==> src/include/tomasulo_settings.svh <==
`ifndef TOMASULO_SETTINGS_SVH
`define TOMASULO_SETTINGS_SVH

`define XLEN       32  // data word width
`define NUM_REGS   32
`define ROB_SIZE   8   // power of two, rob pointers wrap freely
`define RS_DEPTH   3   // entries per station
`define MUL_STAGES 3

`endif

==> src/source/tomasulo_pkg.sv <==
`default_nettype none
`include "tomasulo_settings.svh"

package tomasulo_pkg;

  typedef logic [`XLEN-1:0] word_t;
  typedef logic [4:0] reg_idx_t;
  typedef logic [$clog2(`ROB_SIZE)-1:0] rob_idx_t;

  typedef enum logic [3:0] {
    ALU_ADD, ALU_SUB, ALU_AND, ALU_OR, ALU_XOR,
    ALU_SLT, ALU_SLTU, ALU_SLL, ALU_SRL, ALU_SRA
  } alu_op_t;

  // single function, gives the mul station a payload of its own
  typedef enum logic [0:0] {
    MUL_MUL
  } mul_op_t;

  // ready operand holds its value, a waiting one its tag
  typedef struct packed {
    word_t    value;
    logic     ready;
    rob_idx_t tag;
  } operand_t;

  typedef struct packed {
    logic     valid;
    rob_idx_t tag;
    word_t    value;
  } cdb_t;

  typedef struct packed {
    logic     valid;
    reg_idx_t rd;
    word_t    value;
  } commit_t;

  typedef struct packed {
    rob_idx_t tag;  // rob entry the result goes to
    operand_t a;
    operand_t b;
  } issue_t;

endpackage

`default_nettype wire

==> src/source/issue_unit.sv <==
`timescale 1ns/10ps
`default_nettype none

module issue_unit (
  input  wire                      i_inst_valid,
  input  wire tomasulo_pkg::word_t i_inst,
  output logic                     o_inst_ready,
  output tomasulo_pkg::reg_idx_t   o_rs1, o_rs2,
  input  wire                      i_rf_busy1, i_rf_busy2,
  input  wire tomasulo_pkg::rob_idx_t i_rf_tag1, i_rf_tag2,
  input  wire tomasulo_pkg::word_t i_rf_val1, i_rf_val2,
  input  wire                      i_rob_done1, i_rob_done2,
  input  wire tomasulo_pkg::word_t i_rob_val1, i_rob_val2,
  input  wire                      i_rob_full,
  input  wire tomasulo_pkg::rob_idx_t i_rob_tail,
  output logic                     o_alloc,
  output tomasulo_pkg::reg_idx_t   o_rd,
  input  wire tomasulo_pkg::cdb_t  i_cdb,
  input  wire                      i_alu_free, i_mul_free,
  output logic                     o_alu_push, o_mul_push,
  output tomasulo_pkg::issue_t     o_entry,
  output tomasulo_pkg::alu_op_t    o_alu_op
);
  import tomasulo_pkg::*;

  localparam logic [6:0] OPC_OP    = 7'b0110011;
  localparam logic [6:0] OPC_OPIMM = 7'b0010011;

  typedef enum logic [1:0] {CL_NOP, CL_ALU, CL_MUL} inst_class_t;

  inst_class_t cls;
  logic [6:0]  opcode;
  logic [2:0]  funct3;
  logic [6:0]  funct7;
  logic        alt;  // sub / sra select
  word_t       imm;
  operand_t    opnd_a;
  operand_t    opnd_b;
  logic        accept;

  // regfile, then rob, then the bus this cycle, else wait on the tag
  function automatic operand_t resolve(input logic busy, input rob_idx_t tag,
                                       input word_t rf_val, input logic rob_done,
                                       input word_t rob_val, input cdb_t cdb);
    operand_t op;
    op.tag   = tag;
    op.ready = 1'b1;
    if (!busy) begin
      op.value = rf_val;
    end else if (rob_done) begin
      op.value = rob_val;
    end else if (cdb.valid && cdb.tag == tag) begin
      op.value = cdb.value;
    end else begin
      op.value = '0;
      op.ready = 1'b0;
    end
    return op;
  endfunction

  assign opcode = i_inst[6:0];
  assign funct3 = i_inst[14:12];
  assign funct7 = i_inst[31:25];
  assign imm    = word_t'($signed(i_inst[31:20]));
  assign o_rs1  = i_inst[19:15];
  assign o_rs2  = i_inst[24:20];
  assign o_rd   = i_inst[11:7];

  always_comb begin
    cls = CL_NOP;
    if (opcode == OPC_OPIMM) begin
      cls = CL_ALU;
    end else if (opcode == OPC_OP) begin
      if (funct7 == 7'b0000001) begin
        cls = (funct3 == 3'b000) ? CL_MUL : CL_NOP;  // rest of the M set is a nop
      end else if (funct7 == 7'b0000000 || funct7 == 7'b0100000) begin
        cls = CL_ALU;
      end
    end
  end

  // immediate forms only use bit 30 for srai
  assign alt = funct7[5] && (opcode == OPC_OP || funct3 == 3'b101);

  always_comb begin
    case (funct3)
      3'b000:  o_alu_op = alt ? ALU_SUB : ALU_ADD;
      3'b001:  o_alu_op = ALU_SLL;
      3'b010:  o_alu_op = ALU_SLT;
      3'b011:  o_alu_op = ALU_SLTU;
      3'b100:  o_alu_op = ALU_XOR;
      3'b101:  o_alu_op = alt ? ALU_SRA : ALU_SRL;
      3'b110:  o_alu_op = ALU_OR;
      default: o_alu_op = ALU_AND;
    endcase
  end

  always_comb begin
    opnd_a = resolve(i_rf_busy1, i_rf_tag1, i_rf_val1, i_rob_done1, i_rob_val1, i_cdb);
    opnd_b = resolve(i_rf_busy2, i_rf_tag2, i_rf_val2, i_rob_done2, i_rob_val2, i_cdb);
    if (opcode == OPC_OPIMM) begin
      opnd_b.value = imm;
      opnd_b.ready = 1'b1;
    end
  end

  always_comb begin
    case (cls)
      CL_ALU:  o_inst_ready = !i_rob_full && i_alu_free;
      CL_MUL:  o_inst_ready = !i_rob_full && i_mul_free;
      default: o_inst_ready = 1'b1;  // nops are just dropped
    endcase
  end

  assign accept     = i_inst_valid && o_inst_ready;
  assign o_alloc    = accept && (cls != CL_NOP);  // also the rename strobe
  assign o_alu_push = accept && (cls == CL_ALU);
  assign o_mul_push = accept && (cls == CL_MUL);
  assign o_entry    = {i_rob_tail, opnd_a, opnd_b};

endmodule

`default_nettype wire

==> config.mk <==
export PLATFORM = sky130hd
export DESIGN_NAME = issue_unit
export DESIGN_NICKNAME = d
export VERILOG_FILES = /design/src/source/tomasulo_pkg.sv /design/src/source/issue_unit.sv
export VERILOG_INCLUDE_DIRS = /design/src /design/src/include
export SDC_FILE = /design/constraint.sdc
export NUM_CORES = 1
export LEC_CHECK = 0
export BUFFER_PORTS_ARGS = -buffer_cell sky130_fd_sc_hd__buf_4
export CORE_AREA = 2 2 122 124
export DETAILED_ROUTE_END_ITERATION = 10
export DIE_AREA = 0 0 124 126
export SYNTH_ARGS = -nofsm -noshare
export SYNTH_HDL_FRONTEND = slang
export SYNTH_SLANG_ARGS = --single-unit
==> constraint.sdc <==
create_clock -name vclk -period 2.1
set_input_delay 0.21 -clock vclk [all_inputs]
set_output_delay 0.21 -clock vclk [all_outputs]
set_load 0.01 [all_outputs]
==> metrics, run 1 <==
setup violators final=4; DRC viols=0; # IOs=311; Sw Ratio=0.4106; Net Sw Power=384.5 µW; PwrDens=about 210 nW/µm²; HP Class=in -> out; die width=124 µm; first-pass GRT wire length=between 15000 and 20000 µm; area share of the largest cell type after synthesis=0.1503; CP peak stage delay=0.41 ns; DPL Wire Length=roughly 11000 µm; Vias/cell=4.913; largest net degree at the start of global routing=35; total grt overflow=0; Peak supply drop=71.10 µV; Synth warnings=0; Final Hold Viols=0; WP data required=between 1.5 and 2 ns; Synth area leader=a221o_1; Initial DRC Count=84; crit path time final=2.362 ns; via count=3547; Max Fclk=423.4 MHz; Flop pwr share=0; number of global-route vias before repair=3541; Critical-path top delay cell=or3b_4; syn nets=492; Post-Route WL=~13000 µm; Initial Util=0.1442; Clk pwr share=0; pins over their slew limit=0; synthesized cell area=2064 µm²; area of the core=between 10000 and 15000 µm²; die area=15620 µm²; initial antenna violation count=0; Die Height=roughly 130 µm; post-route clock period utilization=1.125; Min Hold Slack=0.4200 ns; sequential cell area fraction in the yosys report=0; Least-Margin Pin Slew=0.6141 ns; hold-fix buffers at CTS=0; Int Power=552.0 µW; sequential cell count=0; CP Class=in -> out; fraction of layout cells with a size suffix above 1=0.6617; sequential cell area=0 µm²; Yosys cell types=40; max_slew headroom=0.5906; Critical Path Sink Type=primary output; Crit Path Max Fanout=4; Antenna Nets Post-Route=0; Mapped Cells=~280; CP Launch Point=i_inst[3]; fin util=0.3142; data arrival time of the worst path=2.15 ns; startpoint types=primary input; Final Worst Setup Slack=-0.2620 ns; status=finished, violations left; Max Cap Viol=0; Setup crit end=o_alu_push; failing checks=setup timing; DR pass1 iterations=4; routability cong.=0.8518; static leakage=0.002096 µW; # nets final=756; routed len/inst=18.59 µm; antenna diode count=0; total track usage=0.1521; # rows=44; ranking of synthesized cells by area=a221o_1 (15%), nor2b_1 (10%), buf_4 (9.1%), a221oi_1 (8.5%), o21ai_0 (7.8%); CP cell instances=buf_6 -> nand4bb_4 -> or3b_4 -> nor3b_4 -> and3_4 -> ha_4 -> mux2i_2 -> o21bai_2 -> and3_4 -> buf_6; power share of the combinational group=1.000; IO Port Bufs=285; Layout clock buffers=0; Total Power=between 900 and 1000 µW; pre-CTS WS=-0.4243 ns; RSZ-0062 raised after global routing=true; Synth Area per Inst=7.480 µm²; Area Overhead vs Synth=117.9%
[cell type report]
type / count / area [µm²]
multi-input combinational: 220 / 1821
inverter: 2 / 7.507
timing repair buffer: 316 / 2440
fill: 1548 / 9816
tap: 184 / 230.2
[cell usage after synthesis (all sizes together), types with 3 or more instances]
master,n
nor2,7
o22ai,21
nor2b,33
ha,3
a22oi,11
and3,4
a221o,31
o221ai,11
xnor2,7
a221oi,20
buf,38
nand2,14
o21ai,32
clkbuf,16
[placed cells by master, fill, tap and decap left out, types with 6 or more instances in the layout]
master	n
a221o_1	31
o22ai_2	12
a221oi_1	20
nor2_1	6
nand2_1	14
o221ai_2	10
o21ai_0	32
a22oi_1	11
buf_4	305
nor2b_1	32
buf_6	8
o22ai_1	9
xnor2_1	7
[critical path, delay by kind of cell]
kind	cells	cell delay (ns)
buf+inv	2	0.20
compound gates	1	0.11
simple gates	5	1.26
fa+ha+maj	1	0.14
mux	1	0.23
[how the worst min path moves through the flow]
stage                              to  depth (start not counted)     startpoint
after floorplan           o_alu_op[3]                          1     i_inst[13]
after global placement        o_rd[3]                          0     i_inst[10]
after detailed placement      o_rd[3]                          0     i_inst[10]
after CTS                     o_rd[3]                          0     i_inst[10]
after global routing         o_rs1[1]                          0     i_inst[16]
final                     o_entry[73]                          0  i_rob_tail[1]
[metal layers]
metal  GRT usage  routed length, µm  vias to the layer above  share of wire
li1            -                  -                     1620              -
met1      0.1647               4992                     1689           0.37
met2      0.3038               7019                      220           0.52
met3     0.02582               1229                       18          0.092
met4     0.02644                178                        0          0.013
met5           0                  0                        -              0
[power groups by stage]
stage,clock network (µW),logic [µW],registers (µW)
after floorplan,0,374,0
after global placement,0,911,0
after detailed placement,0,923,0
after CTS,0,931,0
after global routing,0,999,0
final,0,936,0
[per-stage QoR]
stage,TNS [ns],cell area (µm²),instances
final,-0.9681,4498,722
after global routing,-1.398,4498,722
after CTS,-1.008,4438,721
after detailed placement,-1.509,4340,715
after global placement,-1.405,4340,715
after floorplan,-0.1641,2071,276
[kinds of logic after synthesis]
logic type      count (synthesis)  share of synthesized area
simple gates                   75                     0.2321
xor+xnor                        7                    0.02970
fa+ha+maj                       3                    0.01818
compound gates                134                     0.5509
mux                             1                   0.004849
buf+inv                        56                     0.1642
[timing repair]
item                       4_1_cts  5_1_grt
pin swaps                        8        5
setup endpoints to repair        4        6
setup buffers                    6        1
gates resized for setup         13       10
No activity file was read; power rests on OpenSTA's default activity.
==> run 2: changes to the inputs <==
==> constraint.sdc (replaced) <==
create_clock -name vclk -period 2.1
set_input_delay 0.21 -clock vclk [all_inputs]
set_output_delay 0.21 -clock vclk [all_outputs]
set_load 0.02 [all_outputs]
==> metrics, run 2 (synthesis results as in run 1) <==
Worst Hold Launch=i_rob_tail[1]; Max Fclk=425.4 MHz (+0.48%); die area=15620 µm² (unchanged); sequential cell count=0 (unchanged); largest net degree at the start of global routing=25 (-29%); total track usage=0.1463 (-0.005844); data arrival time of the worst path=2.14 ns (about the same); RSZ-0062 raised after global routing=true; WP data required=1.89 ns (about the same); Post-Route WL=12960 µm (-3.4%); # rows=44 (unchanged); total grt overflow=0 (unchanged); Max Cap Viol=0 (unchanged); Peak supply drop=93.79 µV (+32%); Design Area, Final=4509 µm² (+0.25%); sequential cell area=0 µm² (unchanged); hold-fix buffers at CTS=0 (unchanged); area of the core=14310 µm² (unchanged); Final Worst Setup Slack=-0.2507 ns (+0.01121 ns); Initial DRC Count=131 (+56%); setup violators final=4 (unchanged); Layout clock buffers=0 (unchanged); area of the multi-input gates=1832 µm² (+0.62%); HP Class=in -> out; max_slew headroom=0.6631 (+0.07252); Crit Path Max Fanout=4 (unchanged); status=finished, violations left; Area Overhead vs Synth=118.4%; # IOs=311 (unchanged); initial antenna violation count=0 (unchanged); PwrDens=228.7 nW/µm² (+9.8%); fraction of layout cells with a size suffix above 1=0.6611 (about the same); pins over their slew limit=0 (unchanged); Least-Margin Pin Slew=0.4983 ns (-0.1158 ns); DPL Wire Length=10530 µm (-3.8%); DR pass1 iterations=5 (+1); failing checks=setup timing; via count=3492 (-1.6%); first-pass GRT wire length=18150 µm (-3.1%); routed len/inst=17.98 µm (-3.3%); CP Launch Point=i_inst[29]; post-route clock period utilization=1.119 (-0.005340); IO Port Bufs=285 (unchanged); Total Power=1031 µW (+10%); Die Height=126 µm (unchanged); Fill cells=1504 (-2.8%); Critical Path Sink Type=primary output; DRC viols=0 (unchanged); Vias/cell=4.843 (-1.4%); Initial Util=0.1442 (unchanged); routability cong.=0.8287 (-2.7%); most common cell after layout, fill and taps aside=buf_4; startpoint types=primary input; DP Area=4323 µm² (-0.40%); antenna diode count=0 (unchanged); crit path time final=2.351 ns (-0.01121 ns); number of global-route vias before repair=3519 (-0.62%); die width=124 µm (unchanged); pre-CTS WS=-0.4127 ns (+0.01166 ns); commonest cells after routing, fill and taps aside=buf_4 (302), nor2b_1 (32), o21ai_0 (32), a221o_1 (31), a221oi_1 (20); static leakage=0.002099 µW (+0.16%); Final Hold Viols=0 (unchanged); Antenna Nets Post-Route=0 (unchanged); CP Class=in -> out; # nets final=755 (-0.13%)
-- run 2: changes by cell type in the layout (fill, tap and decap cells not counted), sizes merged --
cell / delta
buf: -1
-- run 2: final cells by class --
| type | count | share of cell area |
|---|---|---|
| Multi-Input combinational cell | 220 | 0.4062 |
| Inverter | 2 | 0.001665 |
| Timing Repair Buffer | 315 | 0.5411 |
| Tap cell | 184 | 0.05105 |
-- run 2: stage by stage --
step	cells	hold WS [ns]	util	setup TNS [ns]
global placement	714	0.4201	0.3020	-1.319
floorplan	276	0.4998	-	-0.5209
CTS	719	0.4201	0.3082	-1.158
finish	721	0.4200	0.3150	-0.9519
detailed placement	714	0.4201	0.3020	-1.506
global route	721	0.4200	0.3150	-1.237
-- run 2: path summary, 6_finish.rpt --
path                      end  slack [ns]  cells after the start
setup / recovery   o_mul_push       -0.25                     10
hold / removal    o_entry[73]        0.42                      0
-- run 2: critical path, cell delays in order --
cell and delay, ns:
buf_6 0.09, or4_4 0.56, o31ai_4 0.17, nor2b_4 0.19, inv_2 0.06, ha_4 0.16, mux2i_2 0.15, o21bai_2 0.20
and3_4 0.22, buf_6 0.11
-- run 2: repair_timing --
action,CTS,global route
endpoints found under the setup margin,4,5
resized for setup,14,16
hold endpoints to repair,0,0
pin swaps,9,5
setup buffers,5,2
-- run 2: metal layers --
| metal | GRT usage | routed length [µm] |
|---|---|---|
| met5 | 0 | 0 |
| met1 | 0.1631 | 4879 |
| met2 | 0.2922 | 6851 |
| met3 | 0.02129 | 1108 |
| met4 | 0.01917 | 121 |
-- run 2: where the power goes --
group | internal, µW | total (µW) | switching, µW
Sequential | 0 | 0 | 0
Clock | 0 | 0 | 0
Combinational | 558 | 1030 | 473
==> run 3: changes to the inputs <==
Settings changed: SETUP_SLACK_MARGIN set to 0.05.
==> metrics, run 3 (synthesis results as in run 1) <==
Crit Path Max Fanout=4 (unchanged); Worst Hold End=o_entry[73]; antenna diode count=0 (unchanged); hold-fix buffers at CTS=0 (unchanged); die width=124 µm (unchanged); number of global-route vias before repair=3519 (unchanged); sequential cell area=0 µm² (unchanged); PwrDens=228.5 nW/µm² (about the same); via count=3492 (unchanged); # nets final=755 (unchanged); DRC viols=0 (unchanged); Clk pwr share=0 (unchanged); Int Power=558.0 µW (about the same); Initial Util=0.1442 (unchanged); routed len/inst=17.98 µm (unchanged); Total Power=1031 µW (about the same); Vias/cell=4.843 (unchanged); Flop pwr share=0 (unchanged); # IOs=311 (unchanged); static leakage=0.002100 µW (about the same); worst hold path stage count=0 (unchanged); commonest cells after routing, fill and taps aside=buf_4 (302), nor2b_1 (32), o21ai_0 (32), a221o_1 (31), a221oi_1 (20); most common cell after layout, fill and taps aside=buf_4; Max Fclk=425.4 MHz (unchanged); Max Cap Viol=0 (unchanged); WP data required=1.89 ns (about the same); Peak supply drop=93.79 µV (about the same); Net Sw Power=473.4 µW (about the same); pre-CTS WS=-0.4127 ns (unchanged); Layout clock buffers=0 (unchanged); Die Height=126 µm (unchanged); Final Hold Viols=0 (unchanged); Final Worst Setup Slack=-0.2507 ns (unchanged); initial antenna violation count=0 (unchanged); IO Port Bufs=285 (unchanged); post-route clock period utilization=1.119 (unchanged); total grt overflow=0 (unchanged); startpoint types=primary input; Finished Layout Cells=721 (unchanged); Post-Route WL=12960 µm (unchanged); failing checks=setup timing; Critical Path Sink Type=primary output; first-pass GRT wire length=18150 µm (unchanged); power share of the combinational group=1.000 (about the same); Antenna Nets Post-Route=0 (unchanged); status=finished, violations left; Sw Ratio=0.4590 (about the same); largest net degree at the start of global routing=25 (unchanged); DR pass1 iterations=5 (unchanged); die area=15620 µm² (unchanged); fraction of layout cells with a size suffix above 1=0.6611 (unchanged); setup violators final=4 (unchanged); crit path time final=2.351 ns (unchanged); RSZ-0062 raised after global routing=true; max_slew headroom=0.6631 (unchanged); pins over their slew limit=0 (unchanged); # rows=44 (unchanged); CP Class=in -> out; Worst Hold Launch=i_rob_tail[1]; total track usage=0.1463 (unchanged); area of the core=14310 µm² (unchanged); data arrival time of the worst path=2.14 ns (about the same); sequential cell count=0 (unchanged); routability cong.=0.8287 (unchanged); DPL Wire Length=10530 µm (unchanged); Initial DRC Count=131 (unchanged); Placed Instances=714 (unchanged); HP Class=in -> out; Area Overhead vs Synth=118.6% (about the same); Least-Margin Pin Slew=0.4983 ns (unchanged); Fill cells=1503 (-0.066%)
run 3: cell counts in the layout (fill, tap and decap cells not counted):
Identical to the previous run, type by type.
run 3: final cells by class:
cell class / instances / area (µm²) / area share
repair buffers: 315 / 2444 / 0.5414
well taps: 184 / 230.2 / 0.05101
multi-input cells: 220 / 1832 / 0.4059
inverters: 2 / 7.507 / 0.001663
run 3: metrics by stage:
| stage | hold slack [ns] | util | setup TNS (ns) | instance area, µm² |
|---|---|---|---|---|
| 2_1_floorplan | 0.4998 | - | -0.5209 | 2073 |
| 3_3_place_gp | 0.4201 | 0.3020 | -1.319 | 4323 |
| 3_5_place_dp | 0.4201 | 0.3020 | -1.506 | 4323 |
| 4_1_cts | 0.4201 | 0.3082 | -1.158 | 4412 |
| 5_1_grt | 0.4200 | 0.3153 | -1.237 | 4513 |
| 6_report | 0.4200 | 0.3153 | -0.9519 | 4513 |
run 3: power by group through the flow:
stage / Sequential [µW] / Clock (µW) / Combinational [µW]
finish: 0 / 0 / 1030
global route: 0 / 0 / 1100
CTS: 0 / 0 / 1020
detailed placement: 0 / 0 / 1020
global placement: 0 / 0 / 1000
floorplan: 0 / 0 / 480
run 3: how the worst max path moves through the flow:
| stage | start | end | slack [ns] | cells after the start |
|---|---|---|---|---|
| 2_1_floorplan | i_inst[2] | o_alloc | -0.19 | 9 |
| 3_3_place_gp | i_inst[29] | o_mul_push | -0.36 | 10 |
| 3_5_place_dp | i_inst[29] | o_mul_push | -0.41 | 10 |
| 4_1_cts | i_inst[3] | o_mul_push | -0.30 | 10 |
| 5_1_grt | i_inst[29] | o_alloc | -0.32 | 11 |
| 6_report | i_inst[29] | o_mul_push | -0.25 | 10 |
run 3: routing by layer:
metal  wire, µm  up-vias  track usage
met3       1108       10      0.02129
met1       4879     1675       0.1631
met4        121        0      0.01917
met2       6851      189       0.2922
li1           -     1618            -
met5          0        -            0
run 3: worst max-delay path, stage by stage:
cell,delay (ns)
buf_6,0.09
or4_4,0.56
o31ai_4,0.17
nor2b_4,0.19
inv_2,0.06
ha_4,0.16
mux2i_2,0.15
o21bai_2,0.20
and3_4,0.22
buf_6,0.11
run 3: what timing repair did:
item | CTS | global route
gates cloned | 0 | 0
buffers inserted | 5 | 2
endpoints found under the setup margin | 4 | 11
resized for setup | 14 | 17
pin swaps | 9 | 5
