==> src/include/tomasulo_settings.svh <==
`ifndef TOMASULO_SETTINGS_SVH
`define TOMASULO_SETTINGS_SVH

`define XLEN       32  // data word width
`define NUM_REGS   32
`define ROB_SIZE   8   // power of two, rob pointers wrap freely
`define RS_DEPTH   3   // entries per station
`define MUL_STAGES 3

`endif

==> src/source/tomasulo_pkg.sv <==
`default_nettype none
`include "tomasulo_settings.svh"

package tomasulo_pkg;

  typedef logic [`XLEN-1:0] word_t;
  typedef logic [4:0] reg_idx_t;
  typedef logic [$clog2(`ROB_SIZE)-1:0] rob_idx_t;

  typedef enum logic [3:0] {
    ALU_ADD, ALU_SUB, ALU_AND, ALU_OR, ALU_XOR,
    ALU_SLT, ALU_SLTU, ALU_SLL, ALU_SRL, ALU_SRA
  } alu_op_t;

  // single function, gives the mul station a payload of its own
  typedef enum logic [0:0] {
    MUL_MUL
  } mul_op_t;

  // ready operand holds its value, a waiting one its tag
  typedef struct packed {
    word_t    value;
    logic     ready;
    rob_idx_t tag;
  } operand_t;

  typedef struct packed {
    logic     valid;
    rob_idx_t tag;
    word_t    value;
  } cdb_t;

  typedef struct packed {
    logic     valid;
    reg_idx_t rd;
    word_t    value;
  } commit_t;

  typedef struct packed {
    rob_idx_t tag;  // rob entry the result goes to
    operand_t a;
    operand_t b;
  } issue_t;

endpackage

`default_nettype wire

==> src/source/reservation_station.sv <==
`timescale 1ns/10ps
`default_nettype none
`include "tomasulo_settings.svh"

module reservation_station #(
  parameter type op_t = logic
) (
  input  wire                        clk_100mhz,
  input  wire                        sys_rst,
  input  wire                        i_push,
  input  wire tomasulo_pkg::issue_t  i_entry,
  input  wire op_t                   i_op,
  output logic                       o_free,
  input  wire tomasulo_pkg::cdb_t    i_cdb,
  input  wire                        i_accept,
  output logic                       o_issue,
  output tomasulo_pkg::word_t        o_a, o_b,
  output op_t                        o_op,
  output tomasulo_pkg::rob_idx_t     o_tag
);
  import tomasulo_pkg::*;

  localparam int IW = $clog2(`RS_DEPTH);

  logic          valid [`RS_DEPTH];
  issue_t        ent   [`RS_DEPTH];
  op_t           ops   [`RS_DEPTH];
  logic [IW-1:0] free_idx;
  logic [IW-1:0] rdy_idx;
  logic          rdy_found;

  // scan downwards so the lowest index ends up selected
  always_comb begin
    o_free    = 1'b0;
    free_idx  = '0;
    rdy_found = 1'b0;
    rdy_idx   = '0;
    for (int i = `RS_DEPTH - 1; i >= 0; i--) begin
      if (!valid[i]) begin
        o_free   = 1'b1;
        free_idx = IW'(i);
      end
      if (valid[i] && ent[i].a.ready && ent[i].b.ready) begin
        rdy_found = 1'b1;
        rdy_idx   = IW'(i);
      end
    end
  end

  assign o_issue = rdy_found && i_accept;
  assign o_a     = ent[rdy_idx].a.value;
  assign o_b     = ent[rdy_idx].b.value;
  assign o_op    = ops[rdy_idx];
  assign o_tag   = ent[rdy_idx].tag;

  always_ff @(posedge clk_100mhz) begin
    if (sys_rst) begin
      for (int i = 0; i < `RS_DEPTH; i++) begin
        valid[i] <= 1'b0;
      end
    end else begin
      if (o_issue) begin
        valid[rdy_idx] <= 1'b0;
      end
      if (i_push && o_free) begin
        valid[free_idx] <= 1'b1;  // never the slot leaving above
      end
    end
  end

  always_ff @(posedge clk_100mhz) begin
    for (int i = 0; i < `RS_DEPTH; i++) begin
      if (valid[i] && i_cdb.valid) begin
        if (!ent[i].a.ready && ent[i].a.tag == i_cdb.tag) begin
          ent[i].a.value <= i_cdb.value;
          ent[i].a.ready <= 1'b1;
        end
        if (!ent[i].b.ready && ent[i].b.tag == i_cdb.tag) begin
          ent[i].b.value <= i_cdb.value;
          ent[i].b.ready <= 1'b1;
        end
      end
    end
    if (i_push && o_free) begin
      ent[free_idx] <= i_entry;
      ops[free_idx] <= i_op;
    end
  end

endmodule

`default_nettype wire

==> config.mk <==
export PLATFORM = sky130hd
export DESIGN_NAME = reservation_station
export DESIGN_NICKNAME = d
export VERILOG_FILES = /design/src/source/tomasulo_pkg.sv /design/src/source/reservation_station.sv
export VERILOG_INCLUDE_DIRS = /design/src /design/src/include
export SDC_FILE = /design/constraint.sdc
export NUM_CORES = 1
export LEC_CHECK = 0
export BUFFER_PORTS_ARGS = -buffer_cell sky130_fd_sc_hd__buf_2
export CORE_MARGIN = 3
export CORE_UTILIZATION = 40
export CTS_CLUSTER_DIAMETER = 120
export DETAILED_ROUTE_END_ITERATION = 16
export GPL_TIMING_DRIVEN = 0
export PLACE_DENSITY_LB_ADDON = 0.12
export SYNTH_ARGS = -nofsm -noshare
export SYNTH_HDL_FRONTEND = slang
export SYNTH_SLANG_ARGS = --single-unit
==> constraint.sdc <==
create_clock -name clk_100mhz -period 6.9 [get_ports clk_100mhz]
set_clock_uncertainty 0.05 [all_clocks]
set_input_delay 1.725 -clock clk_100mhz [delete_from_list [all_inputs] [get_ports clk_100mhz]]
set_output_delay 1.725 -clock clk_100mhz [all_outputs]
set_load 0.05 [all_outputs]
==> results by group, run 1 <==
Status
  • Status: finished clean

Power and ir drop
  • Worst-case vdd ir drop: around 0.00015 V
  • Lkg Pwr: ~5.3 nW
  • Pwr dens: 267 mW/mm2
  • Design Power: between 3 and 4 mW

Timing
  • Final setup violating endpoints: 0
  • Fmax: between 200 and 250 MHz
  • Slew Viols, Final: 0
  • Relative slew slack: 0.0791
  • RSZ-0062 raised after global routing: no
  • Worst Max-Slew Pin Slew: between 1 and 1.5 ns
  • Setup ws final: about 2.0 ns
  • Final hold slack: 0.494 ns
  • Hold Fails Final Rpt: 0
  • Final Cycle Share: 0.714
  • Tmin final: just under 5 ns

Yosys
  • Number of synthesized flops with an enable pin: 227
  • Synth warn: 0
  • Top FF cell, synth: edfxtp_1
  • Leading area contributor after synthesis: edfxtp_1
  • Largest family of logic cells by synthesized area: simple AND/OR/NAND/NOR gates
  • Post-Synth Simple-Gate Area: 0.227
  • Fraction of the mapped netlist area in adder cells: 0
  • Complex-gate fraction of the synthesized area: 0.0799
  • Dominant cells by area after synthesis: edfxtp_1, nand2_1, o221a_2, or3_1, o221a_1
  • Synth top area share: 0.643
  • Post-synth ARST share: 0
  • Post-synthesis cell type count: 30
  • XOR/XNOR Fraction of Synth Area: 0.0149
  • Seq cells post-synth: 231
  • Syn Inst Count: around 980
  • Syn avg cell area: around 11 um2
  • Cell Area, Synth: 0.0106 mm2
  • Post-synthesis sequential area ratio: 0.650
  • Post-synthesis mux area share: 0
  • Synth Net Count: ~1100

Worst setup path
  • Slowest CP cell: a21oi_1
  • Most frequent CP cell: buf_2
  • Kind of end point of the critical path: output pin
  • WS Path Type: reg2out
  • Worst EP required: between 5 and 6 ns
  • WP data arrival: between 3 and 4 ns
  • Max stage delay on crit path: 0.52 ns
  • Crit-path cells: nand3_1, a21oi_1, buf_2, buf_2, o221a_1, buf_2
  • Startpoint types: flop
  • Critical Path Start: ent[1][3]$_SDFFCE_PN1P_
  • Critical path fanouts, max: 10
  • FF-to-FF Start: valid[0]$_DFF_P_
  • Worst Reg2Reg Path Length in Cells: 8

Detailed routing
  • DRT Wirelength: between 30 and 40 mm
  • DRT iter0 DRCs: about 730
  • Vias: 8336
  • Avg WL per Cell: about 22 um
  • # DRC: 0
  • Initial DRT Pass Iterations: 5
  • Vias/cell: roughly 5.4
  • Routed Antenna Nets: 0

Min path
  • Cells on Worst Hold Path: 2
  • Worst hold path class: reg2reg
  • Min-delay src: ent[2][39]$_DFF_P_

Finish
  • Layout Nets: roughly 1300
  • P&R area growth vs syn: 23.0%
  • Post-route insts no fill: roughly 1600
  • Fraction of final layout cells sized beyond drive strength 1: 0.255
  • Commonest cells after routing, fill and taps aside: nand2_1, edfxtp_1, buf_2, or3_1, o221a_2
  • Most common cell after layout, fill and taps aside: nand2_1

Placed design
  • DP HPWL: roughly 24 mm
  • Final GP Congestion: 0.829
  • Input/output buffers: about 180
  • DP Worst Slack: 2.51 ns
  • Inst Count DP: 1508

Clock tree
  • CTS tree: done
  • CTS buffer count: 26
  • CTS Root Buffer Type: clkbuf_16
  • Clock transition at path regs: 0.06 ns
  • CTS H-tree lvls: 1
  • Post-CTS repair timing setup buffer count: 0
  • Clock Path Buffers: 3
  • Clk Latency, worst-skew pair: approximately 0.53 ns
  • CTS sink cnt: 231
  • Hold buffers post-CTS: 0
  • Resize count post-CTS: 0

GRT
  • Largest net degree at the start of global routing: 22
  • First-pass GRT wire length: ~50 mm
  • Number of antenna violations at the first check in global routing: 1
  • Vias in the first global route: between 8000 and 9000
  • Aggregate global routing overflow: 0
  • All-layer global routing usage: 0.236

Floorplanning
  • Die Area: approximately 0.029 mm2
  • Die Y: 169 um
  • Starting density of the core: 0.414
  • Total I/O pin count: 186
  • Core Rows: between 50 and 60
  • Die width: around 170 um
  • CORE AREA: about 0.026 mm2

Run
  • Max Cap Viol: 0
==> state kept, by name, summed over array words and instances, names as in the netlist <==
register and count:
valid 3, ops 3, ent 225
==> area by class of cell <==
cell class              count  area [um2]
fillers                  2378       12600
flip-flops and latches    231        6900
multi-input cells         678        3460
repair buffers            200        1140
clock buffers              36         759
well taps                 330         413
plain buffers              65         288
clock inverters             8        68.8
inverters                   4        15.0
diodes                      2        5.00
==> worst max-delay path, delay by kind of cell, from the launching register on <==
kind	cells	cell delay, ns
compound gates	2	0.83
buf+inv	3	1.01
flops	1	0.45
simple gates	1	0.33
==> worst paths after layout <==
check,end,slack [ns]
worst min register to register,ent[2][39]$_DFF_P_,0.49
worst max-delay path,o_b[2],1.97
worst max register to register,ent[0][61]$_DFFE_PP_,3.95
worst min-delay path,ent[2][39]$_DFF_P_,0.49
==> cell families after synthesis <==
logic type	Yosys count
AO/OA/AOI/OAI	82
XOR/XNOR	18
buffers and inverters	69
flip-flops	231
AND/OR/NAND/NOR	578
==> cells in the mapped netlist, types with 3 or more instances <==
| master | number |
|---|---|
| nand2b_1 | 6 |
| dfxtp_1 | 4 |
| o221a_2 | 48 |
| xnor2_1 | 8 |
| clkbuf_1 | 43 |
| nor2_1 | 4 |
| buf_1 | 3 |
| inv_1 | 3 |
| o21ai_0 | 3 |
| o221a_1 | 19 |
| edfxtp_1 | 227 |
| nand3_1 | 6 |
| xor2_1 | 10 |
| nand2_1 | 483 |
| buf_6 | 3 |
| or3_1 | 68 |
| buf_2 | 16 |
| a21oi_1 | 6 |
| o41ai_1 | 3 |
==> where the power goes <==
| group | leakage (nW) | total (mW) | switching, mW | internal, mW |
|---|---|---|---|---|
| Sequential | 2.14 | 1.65 | 0.0180 | 1.63 |
| Combinational | 2.73 | 0.497 | 0.356 | 0.141 |
| Clock | 0.404 | 1.35 | 0.547 | 0.799 |
| Total | 5.27 | 3.49 | 0.922 | 2.57 |
==> metrics by stage <==
stage | area, um2 | utilization | TNS, ns
final | 13000 | 0.509 | 0
after global routing | 13000 | 0.509 | 0
after CTS | 13000 | 0.509 | 0
after detailed placement | 12200 | 0.477 | 0
after global placement | 11900 | 0.466 | -287.47
after floorplan | 10600 | - | 0
==> routing by layer <==
layer  part of all wire  vias up  wire length [um]  GRT usage
li1                   -     3919                 -          -
met1               0.42     3972             14400      0.333
met3              0.089       53              3040     0.0364
met4              0.019        0               660     0.0551
met5                  0        -                 0          0
met2               0.47      392             16100      0.388
(Power assumes the default switching activity.)
==> inputs of run 2 (changes only) <==
==> constraint.sdc (replaced) <==
create_clock -name clk_100mhz -period 4.4 [get_ports clk_100mhz]
set_clock_uncertainty 0.05 [all_clocks]
set_input_delay 1.1 -clock clk_100mhz [delete_from_list [all_inputs] [get_ports clk_100mhz]]
set_output_delay 1.1 -clock clk_100mhz [all_outputs]
set_load 0.05 [all_outputs]
==> run 2 against run 1 <==
  * Clock-buffer cell count down 6
  * Critical endpoint is now o_b[3]
  * Largest cell class unchanged
  * Core utilization is 0.22 points higher
  * Critical path type unchanged
  * Wire length fell by 0.68%
==> results by group, run 2 (same netlist as run 1, synthesis figures left out) <==
Detailed routing
  • DRT Wirelength: 34.0 mm (-0.68%)
  • # DRC: 0 (unchanged)
  • Initial DRT Pass Iterations: 5 (unchanged)
  • Avg WL per Cell: 21.9 um (-0.36%)
  • Vias/cell: 5.37 (+0.19%)
  • Routed Antenna Nets: 0 (unchanged)
  • Vias: 8325 (-0.13%)
  • DRT iter0 DRCs: 803 (+9.5%)

Worst setup path
  • WP data arrival: 3.12 ns (-0.03 ns)
  • Most frequent CP cell: clkbuf_1
  • Crit-path cells: nand3_1, clkbuf_1, clkbuf_1, or3_1, o221a_1, buf_2
  • Kind of end point of the critical path: output pin
  • Crit path buf inv count: 3 (unchanged)
  • FF-to-FF Start: valid[2]$_DFF_P_
  • R2R setup slack: 1.47 ns (-2.48 ns)
  • Startpoint types: flop
  • Max stage delay on crit path: 0.55 ns (+0.03 ns)
  • WS Path Type: reg2out
  • Cell family with most CP delay: buffers and inverters
  • Slowest CP cell: clkbuf_1
  • Critical path fanouts, max: 10 (unchanged)
  • Critical Path Start: ent[1][3]$_SDFFCE_PN1P_
  • Worst EP required: 3.25 ns (-1.87 ns)

Finish
  • P&R area growth vs syn: 23.5%
  • Area of the multi-input gates: 0.00349 mm2 (+0.76%)
  • Largest regs: ent x225, ops x3, valid x3
  • Most common cell after layout, fill and taps aside: nand2_1
  • # diodes: 0 (-2)
  • Max FFs per register: 225 (unchanged)
  • Commonest cells after routing, fill and taps aside: nand2_1, edfxtp_1, buf_2, or3_1, o221a_2
  • Layout Nets: 1315 (-0.53%)
  • Reg with most FFs: ent
  • FF+latch area: 0.00690 mm2 (unchanged)
  • Fraction of final layout cells sized beyond drive strength 1: 0.253 (-0.00183)
  • Fillers: 2361 (-0.71%)

Clock tree
  • CTS sink cnt: 231 (unchanged)
  • Clock Path Buffers: 3 (unchanged)
  • CTS Root Buffer Type: clkbuf_16
  • CTS tree: done
  • Clock transition at path regs: 0.06 ns (about the same)
  • CTS buffer count: 26 (unchanged)
  • Clk Latency, worst-skew pair: 0.53 ns (about the same)
  • CTS H-tree lvls: 1 (unchanged)

GRT
  • First-pass GRT wire length: 49.7 mm (-1.2%)
  • Aggregate global routing overflow: 0 (unchanged)
  • All-layer global routing usage: 0.233 (-0.00266)
  • Largest net degree at the start of global routing: 25 (+14%)
  • Number of antenna violations at the first check in global routing: 0 (-1)
  • Vias in the first global route: 8170 (-0.33%)

Power and ir drop
  • Lkg Pwr: 5.30 nW (+0.48%)
  • Pwr dens: 431 mW/mm2 (+61%)
  • Worst-case vdd ir drop: 0.000251 V (+69%)

Floorplanning
  • CORE AREA: 0.0256 mm2 (unchanged)
  • Starting density of the core: 0.414 (unchanged)
  • Die Y: 169 um (unchanged)
  • Core Rows: 58 (unchanged)
  • Die width: 169 um (unchanged)
  • Die Area: 0.0285 mm2 (unchanged)
  • Total I/O pin count: 186 (unchanged)

Placed design
  • Final GP Congestion: 0.830 (+0.13%)
  • DP Worst Slack: 0.614 ns (-1.90 ns)
  • DP HPWL: 23.3 mm (-1.0%)
  • Input/output buffers: 182 (unchanged)

Timing
  • Setup ws final: 0.129 ns (-1.84 ns)
  • Final setup violating endpoints: 0 (unchanged)
  • RSZ-0062 raised after global routing: no
  • Relative slew slack: 0.379 (+0.300)
  • Fmax: 234 MHz
  • Worst Max-Slew Pin Slew: 0.928 ns (-0.453 ns)
  • Final hold slack: 0.494 ns (-0.000159 ns)
  • Hold Fails Final Rpt: 0 (unchanged)
  • Slew Viols, Final: 0 (unchanged)
  • Final Cycle Share: 0.971
  • Tmin final: roughly 4.3 ns

Status
  • Status: finished clean

Min path
  • Min-delay src: ent[2][39]$_DFF_P_
  • Worst hold path class: reg2reg

Run
  • Max Cap Viol: 0 (unchanged)
run 2: cell types whose count changed in the layout (fill, tap and decap cells not counted), moves of 3 or more:
| cell | change |
|---|---|
| buf_4 | -10 |
| bufinv_16 | +4 |
| clkbuf_1 | -3 |
| clkbuf_8 | -5 |
| clkinv_1 | +4 |
| clkinv_2 | +3 |
run 2: per-stage QoR:
stage	cells	utilization	area [um2]	setup TNS, ns	total power [mW]
4_1_cts	1549	0.511	13100	0	5.66
2_1_floorplan	978	-	10600	0	3.11
3_5_place_dp	1501	0.476	12200	0	3.41
6_report	1549	0.511	13100	0	5.65
3_3_place_gp	1490	0.466	12000	-215.48	3.38
5_1_grt	1549	0.511	13100	0	5.82
run 2: repair_timing:
item,in CTS,in global routing
resized for setup,0,1
hold buffers,0,0
buffers inserted,0,0
setup endpoints to repair,0,22
run 2: area by class of cell:
type,instances,share of cell area
clock buffers,30,0.0524
inverters,4,0.00115
repair buffers,193,0.0842
clock inverters,18,0.0159
plain buffers,65,0.0222
well taps,330,0.0315
multi-input cells,678,0.266
flip-flops and latches,231,0.526
run 2: per-layer routing:
| layer | track usage | vias to the layer above | wire length [um] |
|---|---|---|---|
| met5 | 0 | - | 0 |
| met2 | 0.392 | 404 | 16300 |
| met3 | 0.0276 | 44 | 2860 |
| met1 | 0.328 | 3968 | 14300 |
| met4 | 0.0512 | 0 | 516 |
| li1 | - | 3909 | - |
run 2: final timing paths:
path / end / depth (start not counted)
setup / recovery: o_b[3] / 6
hold / removal: ent[2][39]$_DFF_P_ / 2
setup reg to reg: ent[2][63]$_DFFE_PP_ / 4
hold reg to reg: ent[2][39]$_DFF_P_ / 2
run 2: power by group:
group | internal (mW) | total (mW) | switching, mW
Clock | 1.40 | 2.29 | 0.885
Combinational | 0.221 | 0.781 | 0.560
Sequential | 2.55 | 2.58 | 0.0280
Total | 4.18 | 5.65 | 1.47
run 2: tightest hold or removal path: stages, from the launching register on:
cell and delay, ns:
dfxtp_1 0.33, nor2_1 0.10, a21oi_1 0.07
==> inputs of run 3 (changes only) <==
--- a/config.mk
+++ b/config.mk
@@ -6,11 +6,11 @@
 export SDC_FILE = /design/constraint.sdc
 export NUM_CORES = 1
 export LEC_CHECK = 0
-export BUFFER_PORTS_ARGS = -buffer_cell sky130_fd_sc_hd__buf_2
 export CORE_MARGIN = 3
 export CORE_UTILIZATION = 40
 export CTS_CLUSTER_DIAMETER = 120
 export DETAILED_ROUTE_END_ITERATION = 16
+export DONT_BUFFER_PORTS = 1
 export GPL_TIMING_DRIVEN = 0
 export PLACE_DENSITY_LB_ADDON = 0.12
 export SYNTH_ARGS = -nofsm -noshare
==> run 3 against run 2 <==
  * Sequential share of layout area up 4.2 points
  * Critical endpoint is now o_b[5]
  * Final cell count fell by 12%
  * Worst hold slack improved by 0.012 ns
  * Design area shrank 7.3%
  * Setup slack lost 0.026 ns
  * Maximum frequency decreased by 0.60%
  * First-iteration DRC count fell by 18%
  * Via count decreased by 9.2%
  * Core utilization shrank 3.7 points
  * Critical path type unchanged
  * Critical path depth fell by 1
  * Non-clock buffer count is 181 lower
  * Total power shrank 5.2%
==> results by group, run 3 (same netlist as run 1, synthesis figures left out) <==
Status
  • Status: finished clean

Detailed routing
  • # DRC: 0 (unchanged)
  • Routed Antenna Nets: 0 (unchanged)
  • DRT iter0 DRCs: 659 (-18%)
  • Vias: 7556 (-9.2%)
  • DRT Wirelength: 33.8 mm (-0.47%)
  • Initial DRT Pass Iterations: 5 (unchanged)
  • Vias/cell: 5.53 (+2.8%)
  • Avg WL per Cell: 24.7 um (+13%)

Worst setup path
  • WS Path Type: reg2out
  • Critical path fanouts, max: 10 (unchanged)
  • Kind of end point of the critical path: output pin
  • Max stage delay on crit path: 0.53 ns (-0.02 ns)
  • Slowest CP cell: clkbuf_1
  • Worst EP required: 3.25 ns (about the same)
  • Crit-path cells: nand3_1, clkbuf_1, clkbuf_1, or3_1, o221a_1
  • Most frequent CP cell: clkbuf_1
  • Startpoint types: flop
  • WP data arrival: 3.15 ns (+0.03 ns)

Timing
  • Slew Viols, Final: 0 (unchanged)
  • RSZ-0062 raised after global routing: no
  • Fmax: 233 MHz (-0.60%)
  • Final hold slack: 0.506 ns (+0.0118 ns)
  • Final setup violating endpoints: 0 (unchanged)
  • Final Cycle Share: 0.977 (+0.00590)
  • Worst Max-Slew Pin Slew: 1.23 ns (+0.307 ns)
  • Hold Fails Final Rpt: 0 (unchanged)
  • Tmin final: 4.30 ns (+0.0260 ns)
  • Relative slew slack: 0.177 (-0.203)

Clock tree
  • CTS H-tree lvls: 1 (unchanged)
  • Clk Latency, worst-skew pair: 0.53 ns (about the same)
  • Clock transition at path regs: 0.06 ns (about the same)
  • CTS tree: done
  • Post-CTS repair timing setup buffer count: 0 (unchanged)
  • CTS sink cnt: 231 (unchanged)
  • Clock Path Buffers: 3 (unchanged)
  • CTS Root Buffer Type: clkbuf_16
  • CTS buffer count: 26 (unchanged)
  • Hold buffers post-CTS: 0 (unchanged)

GRT
  • Aggregate global routing overflow: 0 (unchanged)
  • All-layer global routing usage: 0.235 (+0.00148)
  • First-pass GRT wire length: 49.7 mm (-0.11%)
  • Largest net degree at the start of global routing: 20 (-20%)
  • Vias in the first global route: 7560 (-7.5%)
  • Number of antenna violations at the first check in global routing: 0 (unchanged)

Power and ir drop
  • Design Power: 5.35 mW (-5.2%)
  • Lkg Pwr: 4.57 nW (-14%)
  • Worst-case vdd ir drop: 0.000260 V (+3.4%)
  • Pwr dens: 441 mW/mm2 (+2.3%)

Finish
  • Most common cell after layout, fill and taps aside: nand2_1
  • Commonest cells after routing, fill and taps aside: nand2_1, edfxtp_1, or3_1, o221a_2, clkbuf_1
  • Fraction of final layout cells sized beyond drive strength 1: 0.136 (-0.118)
  • Post-layout util: 0.474 (-0.0374)
  • Post-route insts no fill: 1367 (-12%)
  • FF+latch area: 0.00690 mm2 (unchanged)
  • Reg with most FFs: ent
  • Fillers: 2411 (+2.1%)
  • P&R area growth vs syn: 14.5%
  • # diodes: 0 (unchanged)
  • Layout Nets: 1134 (-14%)
  • Largest regs: ent x225, ops x3, valid x3
  • Max FFs per register: 225 (unchanged)
  • Area of the multi-input gates: 0.00350 mm2 (+0.29%)

Placed design
  • DP HPWL: 23.3 mm (-0.21%)
  • Final GP Congestion: 0.786 (-5.4%)
  • Inst Count DP: 1320 (-12%)
  • Input/output buffers: 0 (-100%)

Floorplanning
  • Starting density of the core: 0.414 (unchanged)
  • CORE AREA: 0.0256 mm2 (unchanged)
  • Die width: 169 um (unchanged)
  • Die Area: 0.0285 mm2 (unchanged)
  • Die Y: 169 um (unchanged)
  • Core Rows: 58 (unchanged)
  • Total I/O pin count: 186 (unchanged)

Min path
  • Worst hold path class: reg2reg

Run
  • Max Cap Viol: 0 (unchanged)
run 3: per-stage QoR:
stage | instance area, um2 | TNS [ns] | worst slack, ns
after floorplan | 10600 | 0 | 0.388
final | 12100 | 0 | 0.103
after global routing | 12100 | 0 | 0.00560
after CTS | 12100 | 0 | 0.0956
after global placement | 11000 | -216.56 | -1.72
after detailed placement | 11300 | 0 | 0.525
run 3: timing repair:
action                                  4_1_cts  5_1_grt
resized for setup                            13        1
endpoints found under the setup margin       13        1
cloned                                        0        0
run 3: per-layer routing:
layer  share of wire  vias up  wire length, um  global-route usage
met1            0.41     3656            14000               0.317
met3            0.10       39             3460              0.0673
met4           0.016        0              541              0.0480
li1                -     3539                -                   -
met5               0        -                0                   0
met2            0.47      322            15800               0.382
run 3: cell type report:
class,count,area share
Sequential cell,231,0.568
Multi-Input combinational cell,678,0.288
Clock buffer,30,0.0566
Tap cell,330,0.0340
Buffer,65,0.0238
Timing Repair Buffer,12,0.0173
Clock inverter,17,0.0110
Inverter,4,0.00124
run 3: power breakdown:
group	internal (mW)	switching (mW)
combinational	0.158	0.500
clock	1.23	0.886
sequential	2.55	0.0287
run 3: worst max-delay path: cells and delay by family (launching register included):
kind                   cells  cell delay, ns
flip-flops                 1            0.45
buffers and inverters      2            1.02
AND/OR/NAND/NOR            2            0.61
AO/OA/AOI/OAI              1            0.52
run 3: worst paths after layout:
kind         slack (ns)  cells after the start                    start                   end
max                0.10                      5  ent[1][3]$_SDFFCE_PN1P_                o_b[5]
min                0.51                      2       ent[2][39]$_DFF_P_    ent[2][39]$_DFF_P_
max reg2reg        1.46                      4         valid[2]$_DFF_P_  ent[2][59]$_DFFE_PP_
min reg2reg        0.51                      2       ent[2][39]$_DFF_P_    ent[2][39]$_DFF_P_
